File: config.mk
export PLATFORM = sky130hd
export DESIGN_NAME = mmio_top
export DESIGN_NICKNAME = d
export VERILOG_FILES = /design/src/common/mmio_pkg.sv /design/src/mmio/mmio_top.sv /design/src/mmio/mmio_resp_merge.sv /design/src/mmio/mmio_periph_port.sv /design/src/mmio/mmio_mem_port.sv /design/src/mmio/mmio_req_queue.sv
export SDC_FILE = /design/constraint.sdc
export NUM_CORES = 1
export LEC_CHECK = 0
export BUFFER_PORTS_ARGS = -buffer_cell sky130_fd_sc_hd__clkbuf_2
export CAP_MARGIN = 20
export CORE_UTILIZATION = 51
export DETAILED_ROUTE_END_ITERATION = 16
export PLACE_DENSITY = 0.75
export SLEW_MARGIN = 10
export SYNTH_ARGS = -nofsm -noshare
export SYNTH_HDL_FRONTEND = slang
export SYNTH_SLANG_ARGS = --single-unit
File: constraint.sdc
create_clock -name clk -period 5.2 [get_ports clk]
set_clock_uncertainty 0.1 [all_clocks]
set_input_delay 0.26 -clock clk [delete_from_list [all_inputs] [get_ports clk]]
set_output_delay 0.26 -clock clk [all_outputs]
set_load 0.02 [all_outputs]
File: src/common/mmio_pkg.sv
package mmio_pkg;

    // bus widths
    localparam int DATA_W = 32;                          // data and address width

    // address map
    localparam logic [DATA_W-1:0] MEM_LIMIT      = 32'd2048;   // first non-memory address
    localparam logic [DATA_W-1:0] SPI_CMD_ADDR   = 32'd121212; // spi command + counter
    localparam logic [DATA_W-1:0] SPI_PARAM_ADDR = 32'd333333; // spi parameter, starts transfer
    localparam logic [DATA_W-1:0] TOUCH_ADDR     = 32'd923923; // latest touch coordinate

    localparam logic [DATA_W-1:0] BAD_READ_VALUE = 32'hDEADBEEF; // returned for unmapped reads

    // where a request is routed after decode
    typedef enum logic [2:0] {
        TGT_MEM,       // data memory, wishbone path
        TGT_SPI_CMD,   // spi command register
        TGT_SPI_PARAM, // spi parameter register
        TGT_TOUCH,     // touch sample
        TGT_NONE       // unmapped, answered by periph port
    } target_e;

    // spi data word, seen as command fields or as a raw parameter
    typedef union packed {
        struct packed {
            logic [19:0] reserved; // unused upper bits
            logic [3:0]  counter;  // bits 11:8
            logic [7:0]  command;  // low byte
        } cmd;
        logic [DATA_W-1:0] raw;    // whole word, parameter view
    } spi_word_u;

endpackage
File: src/mmio/mmio_top.sv
`timescale 1ns/1ns

module mmio_top #(
    parameter int QUEUE_DEPTH = 4 // credits handed to the requester, power of two
) (
    input  logic        clk,
    input  logic        nRst,
    // memory handler request side
    input  logic        req_valid_i,
    input  logic        req_write_i,
    input  logic [31:0] req_addr_i,
    input  logic [31:0] req_wdata_i,
    // memory handler response side
    output logic        credit_o,
    output logic        rsp_valid_o,
    output logic [31:0] rsp_data_o,
    // wishbone-style data memory
    output logic        mem_cyc_o,
    output logic        mem_stb_o,
    output logic        mem_we_o,
    output logic [31:0] mem_adr_o,
    output logic [31:0] mem_dat_o,
    input  logic [31:0] mem_dat_i,
    input  logic        mem_ack_i,
    // spi display controller
    output logic [7:0]  spi_command_o,
    output logic [3:0]  spi_counter_o,
    output logic [31:0] spi_parameters_o,
    output logic        spi_start_o,
    input  logic        spi_busy_i,
    // i2c touch sensor
    input  logic [31:0] touch_xy_i,
    input  logic        touch_valid_i
);

    // queue -> memory path
    logic        mem_req_valid, mem_req_write, mem_req_ready;
    logic [31:0] mem_req_addr, mem_req_wdata;
    // queue -> peripheral path
    logic        per_req_valid, per_req_write, per_req_ready;
    logic [31:0] per_req_wdata;
    mmio_pkg::target_e per_req_tgt;
    // queue -> merge order record
    logic        ord_push;
    mmio_pkg::target_e ord_tgt;
    // paths -> merge
    logic        mem_rsp_valid, mem_rsp_write, mem_rsp_take;
    logic [31:0] mem_rsp_data;
    logic        per_rsp_valid, per_rsp_write, per_rsp_take;
    logic [31:0] per_rsp_data;

    mmio_req_queue #(.QUEUE_DEPTH(QUEUE_DEPTH)) u_queue (
        .clk(clk), .nRst(nRst),
        .req_valid_i(req_valid_i), .req_write_i(req_write_i),
        .req_addr_i(req_addr_i), .req_wdata_i(req_wdata_i),
        .mem_req_ready_i(mem_req_ready), .per_req_ready_i(per_req_ready),
        .mem_req_valid_o(mem_req_valid), .mem_req_write_o(mem_req_write),
        .mem_req_addr_o(mem_req_addr), .mem_req_wdata_o(mem_req_wdata),
        .per_req_valid_o(per_req_valid), .per_req_tgt_o(per_req_tgt),
        .per_req_write_o(per_req_write), .per_req_wdata_o(per_req_wdata),
        .ord_push_o(ord_push), .ord_tgt_o(ord_tgt)
    );

    mmio_mem_port u_mem_port (
        .clk(clk), .nRst(nRst),
        .req_valid_i(mem_req_valid), .req_write_i(mem_req_write),
        .req_addr_i(mem_req_addr), .req_wdata_i(mem_req_wdata),
        .mem_dat_i(mem_dat_i), .mem_ack_i(mem_ack_i), .rsp_take_i(mem_rsp_take),
        .req_ready_o(mem_req_ready),
        .mem_cyc_o(mem_cyc_o), .mem_stb_o(mem_stb_o), .mem_we_o(mem_we_o),
        .mem_adr_o(mem_adr_o), .mem_dat_o(mem_dat_o),
        .rsp_valid_o(mem_rsp_valid), .rsp_data_o(mem_rsp_data), .rsp_write_o(mem_rsp_write)
    );

    mmio_periph_port u_periph_port (
        .clk(clk), .nRst(nRst),
        .req_valid_i(per_req_valid), .req_tgt_i(per_req_tgt),
        .req_write_i(per_req_write), .req_wdata_i(per_req_wdata),
        .spi_busy_i(spi_busy_i), .touch_xy_i(touch_xy_i), .touch_valid_i(touch_valid_i),
        .rsp_take_i(per_rsp_take), .req_ready_o(per_req_ready),
        .spi_command_o(spi_command_o), .spi_counter_o(spi_counter_o),
        .spi_parameters_o(spi_parameters_o), .spi_start_o(spi_start_o),
        .rsp_valid_o(per_rsp_valid), .rsp_data_o(per_rsp_data), .rsp_write_o(per_rsp_write)
    );

    mmio_resp_merge #(.QUEUE_DEPTH(QUEUE_DEPTH)) u_merge (
        .clk(clk), .nRst(nRst),
        .ord_push_i(ord_push), .ord_tgt_i(ord_tgt),
        .mem_rsp_valid_i(mem_rsp_valid), .mem_rsp_data_i(mem_rsp_data),
        .mem_rsp_write_i(mem_rsp_write),
        .per_rsp_valid_i(per_rsp_valid), .per_rsp_data_i(per_rsp_data),
        .per_rsp_write_i(per_rsp_write),
        .mem_rsp_take_o(mem_rsp_take), .per_rsp_take_o(per_rsp_take),
        .credit_o(credit_o), .rsp_valid_o(rsp_valid_o), .rsp_data_o(rsp_data_o)
    );

endmodule

File: src/mmio/mmio_resp_merge.sv
`timescale 1ns/1ns

module mmio_resp_merge #(
    parameter int QUEUE_DEPTH = 4 // never more in flight than credits
) (
    input  logic                        clk,
    input  logic                        nRst,
    input  logic                        ord_push_i,
    input  mmio_pkg::target_e           ord_tgt_i,
    input  logic                        mem_rsp_valid_i,
    input  logic [mmio_pkg::DATA_W-1:0] mem_rsp_data_i,
    input  logic                        mem_rsp_write_i,
    input  logic                        per_rsp_valid_i,
    input  logic [mmio_pkg::DATA_W-1:0] per_rsp_data_i,
    input  logic                        per_rsp_write_i,
    output logic                        mem_rsp_take_o,
    output logic                        per_rsp_take_o,
    output logic                        credit_o,
    output logic                        rsp_valid_o,
    output logic [mmio_pkg::DATA_W-1:0] rsp_data_o
);

    localparam int PTR_W = $clog2(QUEUE_DEPTH);

    mmio_pkg::target_e ord_q [QUEUE_DEPTH]; // dispatch order, oldest at rd_ptr
    logic [PTR_W-1:0]  wr_ptr, rd_ptr;
    logic [PTR_W:0]    count;
    logic head_valid, head_is_mem, retire, rsp_write;

    always_ff @(posedge clk) begin
        if (ord_push_i)
            ord_q[wr_ptr] <= ord_tgt_i;
    end

    assign head_valid  = (count != '0);
    assign head_is_mem = (ord_q[rd_ptr] == mmio_pkg::TGT_MEM); // else periph path

    // only the path at the head may retire
    assign mem_rsp_take_o = head_valid & head_is_mem & mem_rsp_valid_i;
    assign per_rsp_take_o = head_valid & ~head_is_mem & per_rsp_valid_i;
    assign retire         = mem_rsp_take_o | per_rsp_take_o;

    assign rsp_write   = head_is_mem ? mem_rsp_write_i : per_rsp_write_i;
    assign rsp_data_o  = head_is_mem ? mem_rsp_data_i : per_rsp_data_i;
    assign credit_o    = retire;              // one credit per retired request
    assign rsp_valid_o = retire & ~rsp_write; // writes retire silently

    always_ff @(posedge clk, negedge nRst) begin
        if (!nRst) begin
            wr_ptr <= '0;
            rd_ptr <= '0;
            count  <= '0;
        end else begin
            if (ord_push_i)
                wr_ptr <= wr_ptr + 1'b1;
            if (retire)
                rd_ptr <= rd_ptr + 1'b1;
            case ({ord_push_i, retire})
                2'b10:   count <= count + 1'b1;
                2'b01:   count <= count - 1'b1;
                default: count <= count;
            endcase
        end
    end

endmodule

File: src/mmio/mmio_periph_port.sv
`timescale 1ns/1ns

module mmio_periph_port (
    input  logic                        clk,
    input  logic                        nRst,
    input  logic                        req_valid_i,
    input  mmio_pkg::target_e           req_tgt_i,
    input  logic                        req_write_i,
    input  logic [mmio_pkg::DATA_W-1:0] req_wdata_i,
    input  logic                        spi_busy_i,
    input  logic [mmio_pkg::DATA_W-1:0] touch_xy_i,
    input  logic                        touch_valid_i,
    input  logic                        rsp_take_i,
    output logic                        req_ready_o,
    output logic [7:0]                  spi_command_o,
    output logic [3:0]                  spi_counter_o,
    output logic [mmio_pkg::DATA_W-1:0] spi_parameters_o,
    output logic                        spi_start_o,
    output logic                        rsp_valid_o,
    output logic [mmio_pkg::DATA_W-1:0] rsp_data_o,
    output logic                        rsp_write_o
);

    localparam logic [1:0] ST_IDLE = 2'd0;
    localparam logic [1:0] ST_WAIT = 2'd1; // parameter loaded, waiting for spi idle
    localparam logic [1:0] ST_HOLD = 2'd2; // response held until taken

    logic [1:0]                  state;
    logic [mmio_pkg::DATA_W-1:0] touch_q;  // last touch sample
    mmio_pkg::spi_word_u         spi_w;
    logic accept, is_spi_cmd, is_spi_param, is_touch, start_now;

    assign spi_w = req_wdata_i;

    // spi reads and touch writes fall through as unmapped
    assign is_spi_cmd   = req_write_i  && (req_tgt_i == mmio_pkg::TGT_SPI_CMD);
    assign is_spi_param = req_write_i  && (req_tgt_i == mmio_pkg::TGT_SPI_PARAM);
    assign is_touch     = !req_write_i && (req_tgt_i == mmio_pkg::TGT_TOUCH);

    assign req_ready_o = (state == ST_IDLE);
    assign accept      = req_valid_i & req_ready_o;

    // start and respond in the first cycle the spi is idle
    assign start_now   = (state == ST_WAIT) & ~spi_busy_i;
    assign spi_start_o = start_now;
    assign rsp_valid_o = (state == ST_HOLD) | start_now;

    always_ff @(posedge clk, negedge nRst) begin
        if (!nRst) begin
            state            <= ST_IDLE;
            spi_command_o    <= '0;
            spi_counter_o    <= '0;
            spi_parameters_o <= '0;
            touch_q          <= '0;      // reads zero until a sample arrives
        end else begin
            if (touch_valid_i)
                touch_q <= touch_xy_i;
            case (state)
                ST_IDLE: if (accept) begin
                    if (is_spi_cmd) begin
                        spi_command_o <= spi_w.cmd.command;
                        spi_counter_o <= spi_w.cmd.counter;
                    end
                    if (is_spi_param) begin
                        spi_parameters_o <= spi_w.raw;
                        state <= ST_WAIT;
                    end else begin
                        state <= ST_HOLD; // everything else answers next cycle
                    end
                end
                ST_WAIT: if (start_now)
                    state <= rsp_take_i ? ST_IDLE : ST_HOLD;
                ST_HOLD: if (rsp_take_i)
                    state <= ST_IDLE;
                default: state <= ST_IDLE;
            endcase
        end
    end

    // response payload
    always_ff @(posedge clk) begin
        if (accept) begin
            rsp_write_o <= req_write_i;
            if (is_touch)
                rsp_data_o <= touch_q;
            else if (req_write_i)
                rsp_data_o <= '0;        // writes carry no data
            else
                rsp_data_o <= mmio_pkg::BAD_READ_VALUE; // unmapped or spi read
        end
    end

endmodule

File: src/mmio/mmio_mem_port.sv
`timescale 1ns/1ns

module mmio_mem_port (
    input  logic                        clk,
    input  logic                        nRst,
    input  logic                        req_valid_i,
    input  logic                        req_write_i,
    input  logic [mmio_pkg::DATA_W-1:0] req_addr_i,
    input  logic [mmio_pkg::DATA_W-1:0] req_wdata_i,
    input  logic [mmio_pkg::DATA_W-1:0] mem_dat_i,
    input  logic                        mem_ack_i,
    input  logic                        rsp_take_i,
    output logic                        req_ready_o,
    output logic                        mem_cyc_o,
    output logic                        mem_stb_o,
    output logic                        mem_we_o,
    output logic [mmio_pkg::DATA_W-1:0] mem_adr_o,
    output logic [mmio_pkg::DATA_W-1:0] mem_dat_o,
    output logic                        rsp_valid_o,
    output logic [mmio_pkg::DATA_W-1:0] rsp_data_o,
    output logic                        rsp_write_o
);

    localparam logic [1:0] ST_IDLE = 2'd0; // waiting for a request
    localparam logic [1:0] ST_BUS  = 2'd1; // bus cycle open until ack
    localparam logic [1:0] ST_HOLD = 2'd2; // response held until merge takes it

    logic [1:0] state, state_nxt;
    logic       we_q;                       // direction of the current access

    assign req_ready_o = (state == ST_IDLE);
    assign mem_cyc_o   = (state == ST_BUS);
    assign mem_stb_o   = (state == ST_BUS); // stb follows cyc for a single access
    assign mem_we_o    = (state == ST_BUS) & we_q;
    assign rsp_valid_o = (state == ST_HOLD);
    assign rsp_write_o = we_q;

    always_comb begin
        state_nxt = state;
        case (state)
            ST_IDLE: if (req_valid_i) state_nxt = ST_BUS;
            ST_BUS:  if (mem_ack_i)   state_nxt = ST_HOLD;
            ST_HOLD: if (rsp_take_i)  state_nxt = ST_IDLE;
            default: state_nxt = ST_IDLE;
        endcase
    end

    always_ff @(posedge clk, negedge nRst) begin
        if (!nRst) begin
            state <= ST_IDLE;
            we_q  <= 1'b0;
        end else begin
            state <= state_nxt;
            if (req_valid_i && req_ready_o)
                we_q <= req_write_i;
        end
    end

    // bus address and write data latched on accept, read data captured on ack
    always_ff @(posedge clk) begin
        if (req_valid_i && req_ready_o) begin
            mem_adr_o <= req_addr_i;
            mem_dat_o <= req_wdata_i;
        end
        if (state == ST_BUS && mem_ack_i)
            rsp_data_o <= mem_dat_i;       // for writes this is ignored
    end

endmodule

File: src/mmio/mmio_req_queue.sv
`timescale 1ns/1ns

module mmio_req_queue #(
    parameter int QUEUE_DEPTH = 4 // one slot per credit
) (
    input  logic                          clk,
    input  logic                          nRst,
    input  logic                          req_valid_i,
    input  logic                          req_write_i,
    input  logic [mmio_pkg::DATA_W-1:0]   req_addr_i,
    input  logic [mmio_pkg::DATA_W-1:0]   req_wdata_i,
    input  logic                          mem_req_ready_i,
    input  logic                          per_req_ready_i,
    output logic                          mem_req_valid_o,
    output logic                          mem_req_write_o,
    output logic [mmio_pkg::DATA_W-1:0]   mem_req_addr_o,
    output logic [mmio_pkg::DATA_W-1:0]   mem_req_wdata_o,
    output logic                          per_req_valid_o,
    output mmio_pkg::target_e             per_req_tgt_o,
    output logic                          per_req_write_o,
    output logic [mmio_pkg::DATA_W-1:0]   per_req_wdata_o,
    output logic                          ord_push_o,
    output mmio_pkg::target_e             ord_tgt_o
);

    localparam int PTR_W = $clog2(QUEUE_DEPTH);

    // entry storage
    logic                        q_write [QUEUE_DEPTH];
    logic [mmio_pkg::DATA_W-1:0] q_addr  [QUEUE_DEPTH];
    logic [mmio_pkg::DATA_W-1:0] q_wdata [QUEUE_DEPTH];
    mmio_pkg::target_e           q_tgt   [QUEUE_DEPTH];

    logic [PTR_W-1:0] wr_ptr, rd_ptr;
    logic [PTR_W:0]   count;             // needs one extra bit for full
    mmio_pkg::target_e in_tgt, head_tgt;
    logic head_valid, head_is_mem, pop;

    // address decode of the incoming request
    always_comb begin
        if (req_addr_i < mmio_pkg::MEM_LIMIT)
            in_tgt = mmio_pkg::TGT_MEM;
        else if (req_addr_i == mmio_pkg::SPI_CMD_ADDR)
            in_tgt = mmio_pkg::TGT_SPI_CMD;
        else if (req_addr_i == mmio_pkg::SPI_PARAM_ADDR)
            in_tgt = mmio_pkg::TGT_SPI_PARAM;
        else if (req_addr_i == mmio_pkg::TOUCH_ADDR)
            in_tgt = mmio_pkg::TGT_TOUCH;
        else
            in_tgt = mmio_pkg::TGT_NONE;   // unmapped so the periph port answers it
    end

    always_ff @(posedge clk) begin
        if (req_valid_i) begin             // credits guarantee a free slot
            q_write[wr_ptr] <= req_write_i;
            q_addr[wr_ptr]  <= req_addr_i;
            q_wdata[wr_ptr] <= req_wdata_i;
            q_tgt[wr_ptr]   <= in_tgt;
        end
    end

    assign head_valid  = (count != '0);
    assign head_tgt    = q_tgt[rd_ptr];
    assign head_is_mem = (head_tgt == mmio_pkg::TGT_MEM);

    // head goes to exactly one path
    assign mem_req_valid_o = head_valid & head_is_mem;
    assign per_req_valid_o = head_valid & ~head_is_mem;
    assign pop = (mem_req_valid_o & mem_req_ready_i) | (per_req_valid_o & per_req_ready_i);

    assign mem_req_write_o = q_write[rd_ptr];
    assign mem_req_addr_o  = q_addr[rd_ptr];
    assign mem_req_wdata_o = q_wdata[rd_ptr];
    assign per_req_tgt_o   = head_tgt;
    assign per_req_write_o = q_write[rd_ptr];
    assign per_req_wdata_o = q_wdata[rd_ptr];

    // record dispatch order for the merge
    assign ord_push_o = pop;
    assign ord_tgt_o  = head_tgt;

    always_ff @(posedge clk, negedge nRst) begin
        if (!nRst) begin
            wr_ptr <= '0;
            rd_ptr <= '0;
            count  <= '0;
        end else begin
            if (req_valid_i)
                wr_ptr <= wr_ptr + 1'b1;   // wraps since depth is a power of two
            if (pop)
                rd_ptr <= rd_ptr + 1'b1;
            case ({req_valid_i, pop})
                2'b10:   count <= count + 1'b1;
                2'b01:   count <= count - 1'b1;
                default: count <= count;   // none or both
            endcase
        end
    end

endmodule

==> impl_metrics.tcl, run 1 <==
set metrics [dict create \
    status "complete, no violations" \
    setup_viol 0 \
    synth_top_family_by_area "multiplexers" \
    clkPwrFrac_pct 26.5 \
    cts_max_level 2 \
    yosys-top-cells-area "edfxtp_1 (65%), dfrtp_1 (13%), mux4_2 (8.2%), mux2_2 (5.9%), nor2_1 (1.1%)" \
    crit_arrival_ns 4.06 \
    yosys.area_share.simple_pct 3.838 \
    crit_start "u_queue.rd_ptr[0]" \
    num_rows 70 \
    critPathKind "reg -> reg" \
    cts_sinks 508 \
    async_flop_share_pct 18.70 \
    synthMuxAreaShare_pct 15.28 \
    power_frac_comb_pct 27.6 \
    wirelength_um 39920 \
    cp-end-kind "register" \
    synthCells 910 \
    finish.net_count 1496 \
    leakage_nw 8.996 \
    gp_congestion 0.7587 \
    fillCellCount 2441 \
    grt.overflow.total 0 \
    layout_common_cells "edfxtp_1 (413), clkbuf_2 (279), dlygate4sd3_1 (133)" \
    tightest_slew_ns 1.095 \
    r2r_end "u_merge.count[2]" \
    synth_nets 1057 \
    min_period_ns 3.704 \
    avgSynthCellArea_um2 20.85 \
    layout-drive-gt1-share_pct 40.04 \
    tritoncts "yes" \
    num_io_pins 281 \
    initial_core_util_pct 51.83 \
    place_hpwl_um 22760 \
    cap_violations 0 \
    viasPerCell 5.407 \
    ys_warn_count 0 \
    vdd.ir_drop.worst_uv 393.8 \
    io_buffer_count 280 \
    postRouteAntennaNets 0 \
    grt_start_max_net_pins 69 \
    ys_seq_area_share_pct 77.90 \
    ys_ff_latch 508 \
    synthToLayoutAreaGrowth_pct 25.99 \
    cts_made_buffers 51 \
    synth_top_area_share_pct 65.37 \
    seq_power_share_pct 45.9 \
    hp-class "in -> async" \
    grt_pass1_vias 10700 \
    p_int_mw 9.219 \
    startpoint_type "register" \
    detail_route.wl_per_cell_um 21.45 \
    synth_fa_ha_area_share_pct 0.8705 \
    postCtsHoldBufs 133 \
    final_hold_viol_count 0 \
    clk_latency_ns 0.58 \
    p_per_area_mw_per_mm2 555.1 \
    drc 0 \
    cts-resized-gates 0 \
    coreArea_mm2 0.03661 \
    synth.cell_area_mm2 0.01897 \
    drt_iter0_markers 531 \
    vias 10060 \
    die_w_um 194.9 \
    grt_pass1_wl_um 61130 \
    synth_compound_area_share_pct 0.5671 \
    post-place-ws_ns 1.435 \
    rsz0062_at_grt "no" \
    switchingPower_mw 4.049 \
    fmax_mhz 270.0 \
    setup_ws_ns 1.496 \
    grt_use_total_pct 21.26 \
    layout_commonest_cell "edfxtp_1" \
    synth_area_leader_cell "edfxtp_1" \
    synth_xor_area_share_pct 0.5078 \
    antenna_found_initial 3 \
    fin_crit_sh_pct 71.23 \
    cts_root_buf "clkbuf_16" \
    rr_startpoint "u_queue.rd_ptr[0]" \
    ff2ff_setup_slack_ns 1.50 \
    cts_max_path_buffers 3 \
    slew_headroom_pct 27.03 \
    cp_max_fo 36 \
    post_cts_buffers 0 \
    p_sw_share_pct 30.52 \
    ys_types 53 \
    synth-main-ff-cell "edfxtp_1" \
    dieArea_mm2 0.03798 \
    synth_edf_count 413 \
    dr.pass1.iters 5 \
    drv_slew 0 \
    reg2reg_depth 9 \
    die_h_um 194.9 \
    finalSetupTns_ns 0 \
    cp.required_ns 5.55 \
    path_clk_slew_ns 0.06 \
]
==> power groups by stage <==
stage               Combinational [mW]  Sequential [mW]  Clock [mW]
floorplan                         2.37             6.21           0
global placement                  3.50             6.14           0
detailed placement                3.56             6.18           0
CTS                               3.65             6.11        3.58
global route                      3.94             6.19        3.72
finish                            3.66             6.09        3.51
==> flip-flops by register name, indices dropped and copies added (netlist names), 8 cells and up <==
| signal | flops |
|---|---|
| u_queue.q_addr | 128 |
| u_queue.q_wdata | 128 |
| u_mem_port.mem_adr_o | 32 |
| u_mem_port.mem_dat_o | 32 |
| u_mem_port.rsp_data_o | 32 |
| u_periph_port.rsp_data_o | 32 |
| u_periph_port.spi_parameters_o | 32 |
| u_periph_port.touch_q | 32 |
| u_merge.ord_q | 12 |
| u_queue.q_tgt | 12 |
| u_periph_port.spi_command_o | 8 |
==> final cells by class <==
type                            count  area [um^2]  share of cell area (%)
Antenna cell                        2        5.005                 0.02094
Clock buffer                       68         1421                   5.946
Clock inverter                     27        195.2                  0.8165
Inverter                            7        26.28                  0.1099
Multi-Input combinational cell    358         4021                   16.82
Sequential cell                   508        14790                   61.86
Tap cell                          468        585.6                   2.450
Timing Repair Buffer              423         2863                   11.98
==> through the flow <==
stage | power (mW) | std cells | area, um^2 | hold slack [ns] | utilization [%]
floorplan | 8.581 | 910 | 18970 | -0.1356 | -
global placement | 9.631 | 1628 | 20890 | 0.1903 | 57.06
detailed placement | 9.735 | 1628 | 20890 | 0.2011 | 57.06
CTS | 13.34 | 1856 | 23840 | 0.1422 | 65.11
global route | 13.86 | 1860 | 23900 | 0.1966 | 65.29
finish | 13.27 | 1861 | 23900 | 0.1692 | 65.29
==> synth_stat cells (all sizes together), types with 3 or more instances <==
library cell  count
edfxtp          413
nand2             7
buf              19
nand2b            3
mux4             69
nor2             59
dfrtp            95
inv               7
nor2b             5
xnor2             5
mux2i             3
xor2              6
nor4              5
o22ai             3
ha               10
or3               4
and2             19
o21ai             4
nand3             3
nand3b            3
nand4             4
nor4bb            3
mux2            112
clkbuf           18
nor3              8
==> how the worst max path moves through the flow <==
stage          depth (start not counted)                endpoint
3_5_place_dp                           9        u_merge.count[2]
6_report                               9        u_merge.count[2]
4_1_cts                                9        u_merge.count[2]
5_1_grt                                9        u_merge.count[2]
3_3_place_gp                           9        u_merge.count[2]
2_1_floorplan                          6  u_mem_port.rsp_write_o
==> kinds of logic (layout without fill, tap and decap cells) <==
logic type / count (synthesis) / count (layout)
DFF: 508 / 508
muxes: 184 / 184
xor gates and xnor gates: 11 / 11
other: 0 / 2
AOI/OAI and AO/OA: 16 / 16
and+or+nand+nor: 135 / 135
adders and majority gates: 12 / 12
buffers and inverters: 44 / 525
==> worst max-delay path, stage by stage (launching register included) <==
cell	delay, ns
dfrtp_4	0.88
mux4_2	0.73
or3_4	0.48
mux2i_4	0.33
inv_1	0.08
ha_1	0.23
fa_1	0.39
xnor2_1	0.16
nor2_1	0.06
xor2_1	0.14
==> routing by layer <==
layer | part of all wire [%] | global-route usage (%) | routed length (um) | up-vias
met1 | 40 | 26.84 | 15820 | 5113
met5 | 0.025 | 0 | 10 | -
met4 | 2.6 | 7.407 | 1047 | 2
met3 | 7.9 | 5.587 | 3170 | 78
li1 | - | - | - | 4478
met2 | 50 | 35.70 | 19870 | 392
Power figures use the tool's default switching activity.
==> run 2, diff against run 1 <==
clock period = 3.2 ns   (was 5.2 ns; I/O delays follow)
==> impl_metrics.tcl, run 2 (synthesis results as in run 1) <==
set metrics [dict create \
    clkPwrFrac_pct 26.8 \
    cp.required_ns 3.57 \
    fin_crit_sh_pct 93.41 \
    p_sw_share_pct 30.30 \
    num_rows 70 \
    grt_start_max_net_pins 56 \
    rr_startpoint "u_queue.rd_ptr[0]" \
    layout_common_cells "edfxtp_1 (413), clkbuf_2 (279), dlygate4sd3_1 (133)" \
    path_clk_slew_ns 0.06 \
    gp_congestion 0.7707 \
    cap_violations 0 \
    die_w_um 194.9 \
    finish.net_count 1515 \
    fillCellCount 2423 \
    grt_pass1_wl_um 61380 \
    fmax_mhz 334.6 \
    viasPerCell 5.382 \
    vias 10110 \
    fin_util_pct 65.74 \
    crit_start "u_queue.rd_ptr[0]" \
    tritoncts "yes" \
    cp-end-kind "register" \
    status "complete, no violations" \
    critPathKind "reg -> reg" \
    synthToLayoutAreaGrowth_pct 26.85 \
    dr.pass1.iters 4 \
    finalSetupTns_ns 0 \
    leakage_nw 9.100 \
    layout_commonest_cell "edfxtp_1" \
    switchingPower_mw 6.618 \
    startpoint_type "register" \
    cts_sinks 508 \
    num_io_pins 281 \
    crit_arrival_ns 3.36 \
    initial_core_util_pct 51.83 \
    p_int_mw 15.23 \
    coreArea_mm2 0.03661 \
    place_hpwl_um 23980 \
    final_hold_viol_count 0 \
    cts_max_path_buffers 3 \
    grt_use_total_pct 21.29 \
    dp_cells 1650 \
    vdd.ir_drop.worst_uv 578.7 \
    tightest_slew_ns 1.026 \
    setup_viol 0 \
    drv_slew 0 \
    grt.overflow.total 0 \
    reg_top3 "u_queue.q_addr: 128 flops, u_queue.q_wdata: 128 flops" \
    post_cts_buffers 0 \
    cts_max_level 2 \
    cts_made_buffers 51 \
    cp_max_fo 32 \
    min_period_ns 2.989 \
    clk_latency_ns 0.59 \
    antenna_found_initial 1 \
    p_per_area_mw_per_mm2 907.6 \
    grt_pass1_vias 10920 \
    wirelength_um 39580 \
    detail_route.wl_per_cell_um 21.07 \
    drc 0 \
    rsz0062_at_grt "no" \
    dieArea_mm2 0.03798 \
    seq_power_share_pct 44.2 \
    fin_cells 1879 \
    hp-class "in -> async" \
    drt_iter0_markers 473 \
    cts_root_buf "clkbuf_16" \
    io_buffer_count 280 \
    ff2ff_setup_slack_ns 0.21 \
    power_frac_comb_pct 28.9 \
    die_h_um 194.9 \
    postRouteAntennaNets 0 \
    layout-drive-gt1-share_pct 40.78 \
    slew_headroom_pct 31.46 \
]
-- run 2: changes by cell type in the layout (fill, tap and decap cells not counted), sizes merged --
cell / change
diode: -1
bufinv: +1
clkinv: -14
clkinvlp: -1
inv: +1
clkbuf: +13
buf: +19
-- run 2: critical path, cell delays in order, from the launching register on --
cell and delay, ns:
dfrtp_4 0.45, mux4_2 0.52, buf_4 0.19, or2_2 0.35, nor2_4 0.79, mux2_2 0.42
-- run 2: final timing paths --
check / endpoint / depth (start not counted)
setup / recovery: u_periph_port.spi_parameters_o[22] / 5
hold / removal: u_periph_port.touch_q[0] / 2
setup reg to reg: u_periph_port.spi_parameters_o[22] / 5
hold reg to reg: u_queue.count[2] / 1
max in group asynchronous: u_periph_port.touch_q[25] / 3
min in group clk: u_mem_port.rsp_data_o[15] / 2
-- run 2: metal layers --
| layer | up-vias | wire length (um) | track usage, % |
|---|---|---|---|
| li1 | 4521 | - | - |
| met1 | 5180 | 16000 | 26.83 |
| met2 | 365 | 20040 | 36.30 |
| met3 | 46 | 2867 | 5.587 |
| met4 | 0 | 680 | 6.387 |
| met5 | - | 0 | 0 |
-- run 2: power by group through the flow --
stage | sequential [mW] | clock (mW) | combinational [mW]
6_report | 9.66 | 5.86 | 6.32
4_1_cts | 9.66 | 5.98 | 6.40
3_3_place_gp | 9.70 | 0 | 6.11
3_5_place_dp | 9.78 | 0 | 6.23
5_1_grt | 9.79 | 6.22 | 6.82
2_1_floorplan | 10.1 | 0 | 3.86
-- run 2: area by class of cell --
| class | instances | area (um^2) | share of cell area (%) |
|---|---|---|---|
| diodes | 1 | 2.502 | 0.01040 |
| clock buffers | 81 | 1490 | 6.192 |
| clock inverters | 14 | 165.2 | 0.6862 |
| inverters | 7 | 26.28 | 0.1092 |
| multi-input cells | 358 | 4021 | 16.71 |
| flip-flops and latches | 508 | 14790 | 61.44 |
| well taps | 468 | 585.6 | 2.433 |
| repair buffers | 442 | 2990 | 12.42 |
-- run 2: repair_timing --
item / CTS / global route
hold buffers: 133 / 0
resized for setup: 0 / 0
hold endpoints to repair: 383 / 0
-- run 2: metrics by stage --
step / cell area, um^2 / worst slack [ns] / hold slack [ns] / total power, mW
after global placement: 21080 / 0.2582 / 0.1612 / 15.81
after detailed placement: 21080 / 0.2036 / 0.1643 / 16.02
after floorplan: 18980 / 0.02515 / -0.2356 / 13.94
after global routing: 24070 / 0.08931 / 0.1610 / 22.83
final: 24070 / 0.2109 / 0.09762 / 21.85
after CTS: 24070 / 0.1878 / 0.08463 / 22.04
==> run 3, diff against run 2 <==
BUFFER_PORTS_ARGS = unset   (was -buffer_cell sky130_fd_sc_hd__clkbuf_2)
DONT_BUFFER_PORTS = 1   (was unset)
PLACE_DENSITY = 0.69   (was 0.75)
==> impl_metrics.tcl, run 3 (synthesis results as in run 1) <==
set metrics [dict create \
    min_period_ns 2.988 \
    cts-resized-gates 0 \
    postCtsHoldBufs 166 \
    wirelength_um 38740 \
    setup_viol 0 \
    layout_common_cells "edfxtp_1 (413), dlygate4sd3_1 (165), mux2_2 (100)" \
    fin_cells 1637 \
    p_per_area_mw_per_mm2 918.8 \
    num_io_pins 281 \
    cp.required_ns 2.94 \
    grt_use_total_pct 20.96 \
    cap_violations 0 \
    coreArea_mm2 0.03661 \
    drt_iter0_markers 419 \
    antenna_found_initial 2 \
    num_rows 70 \
    ff2ff_setup_slack_ns 0.32 \
    status "complete, no violations" \
    path_cells "mux4_2 > buf_4 > or3_1 > a21oi_1" \
    dr.pass1.iters 4 \
    finalSetupTns_ns 0 \
    vias 9118 \
    grt_start_max_net_pins 96 \
    synthToLayoutAreaGrowth_pct 21.30 \
    startpoint_type "register" \
    rsz0062_at_grt "no" \
    dieArea_mm2 0.03798 \
    min_delay_path_depth 1 \
    slew_headroom_pct 56.99 \
    fmax_mhz 334.6 \
    final_cell_area_mm2 0.02301 \
    initial_core_util_pct 51.83 \
    die_h_um 194.9 \
    place_hpwl_um 22890 \
    cts_max_path_buffers 3 \
    cts_root_buf "clkbuf_16" \
    post_cts_buffers 0 \
    io_buffer_count 0 \
    viasPerCell 5.570 \
    grt_pass1_wl_um 59310 \
    critPathMaxStageDelay_ns 0.55 \
    critPathSlowestCell "mux4_2" \
    drc 0 \
    reg_top3 "u_queue.q_addr: 128 flops, u_queue.q_wdata: 128 flops" \
    place_area_mm2 0.01971 \
    layout_commonest_cell "edfxtp_1" \
    r2r_end "u_merge.count[2]" \
    hp-class "in -> reg" \
    tritoncts "yes" \
    cp-end-kind "primary output" \
    finish.net_count 1273 \
    grt.overflow.total 0 \
    regArea_mm2 0.01479 \
    layout-drive-gt1-share_pct 25.54 \
    holdCritStartpoint "req_valid_i" \
    dp_cells 1375 \
    clk_latency_ns 0.58 \
    tightest_slew_ns 0.6452 \
    holdPathEnd "u_queue.q_tgt[1][2]" \
    cts_made_buffers 51 \
    final_hold_viol_count 0 \
    fillCellCount 2510 \
    reg2reg_depth 9 \
    gp_congestion 0.7536 \
    cp_max_fo 37 \
    rr_startpoint "u_queue.rd_ptr[0]" \
    grt_pass1_vias 9868 \
    detail_route.wl_per_cell_um 23.67 \
    postRouteAntennaNets 0 \
    drv_slew 0 \
    die_w_um 194.9 \
    multiInputGateArea_mm2 0.004021 \
    vdd.ir_drop.worst_uv 698.5 \
    cts_sinks 508 \
    path_clk_slew_ns 0.06 \
    cts_max_level 2 \
    crit_start "u_merge.rd_ptr[1]" \
    fin_crit_sh_pct 93.39 \
    critPathKind "reg -> out" \
    crit_arrival_ns 2.73 \
    leakage_nw 8.067 \
]
run 3: cell types whose count changed in the layout (fill, tap and decap cells not counted), moves of 4 or more:
cell / delta
clkbuf_1: -6
clkbuf_8: -5
clkinv_1: +8
clkbuf_2: -279
buf_4: +4
dlygate4sd3_1: +32
run 3: worst max-delay path, delay by kind of cell (launching register included):
family          cells  cell delay [ns]
simple gates        1             0.39
flops               1             0.39
compound gates      1             0.51
buf+inv             1             0.30
mux                 1             0.55
run 3: per-layer routing:
| metal | up-vias | track usage, % | share of wire [%] |
|---|---|---|---|
| met3 | 59 | 7.548 | 8.9 |
| met4 | 0 | 7.232 | 2.1 |
| met1 | 4735 | 25.88 | 40 |
| li1 | 4032 | - | - |
| met2 | 292 | 34.30 | 49 |
| met5 | - | 0 | 0 |
run 3: layout make-up:
class / instances / area share, %
flip-flops and latches: 508 / 64.25
diodes: 2 / 0.02175
repair buffers: 200 / 8.568
multi-input cells: 358 / 17.47
inverters: 7 / 0.1142
clock inverters: 25 / 1.060
clock buffers: 69 / 5.969
well taps: 468 / 2.544
run 3: through the flow:
step	worst slack (ns)	power [mW]	utilization [%]	hold slack, ns
detailed placement	0.3035	15.33	53.84	-0.2312
global route	0.07782	22.10	62.86	0.01962
CTS	0.1692	21.39	62.85	0.003483
floorplan	0.02515	13.94	-	-0.2356
global placement	0.2606	15.21	53.79	-0.2309
finish	0.2115	21.15	62.86	0.01579
run 3: how the worst max path moves through the flow:
stage | endpoint | slack (ns) | cells past startpoint
after floorplan | u_mem_port.rsp_write_o | 0.03 | 6
after global placement | u_periph_port.spi_parameters_o[31] | 0.26 | 4
after detailed placement | u_merge.count[2] | 0.30 | 9
after CTS | rsp_valid_o | 0.17 | 4
after global routing | rsp_valid_o | 0.08 | 4
final | rsp_valid_o | 0.21 | 4
run 3: power by group:
part,switching (mW),internal [mW]
Combinational,2.89,2.30
Sequential,1.09,9.12
Clock,2.41,3.33
Total,6.39,14.8
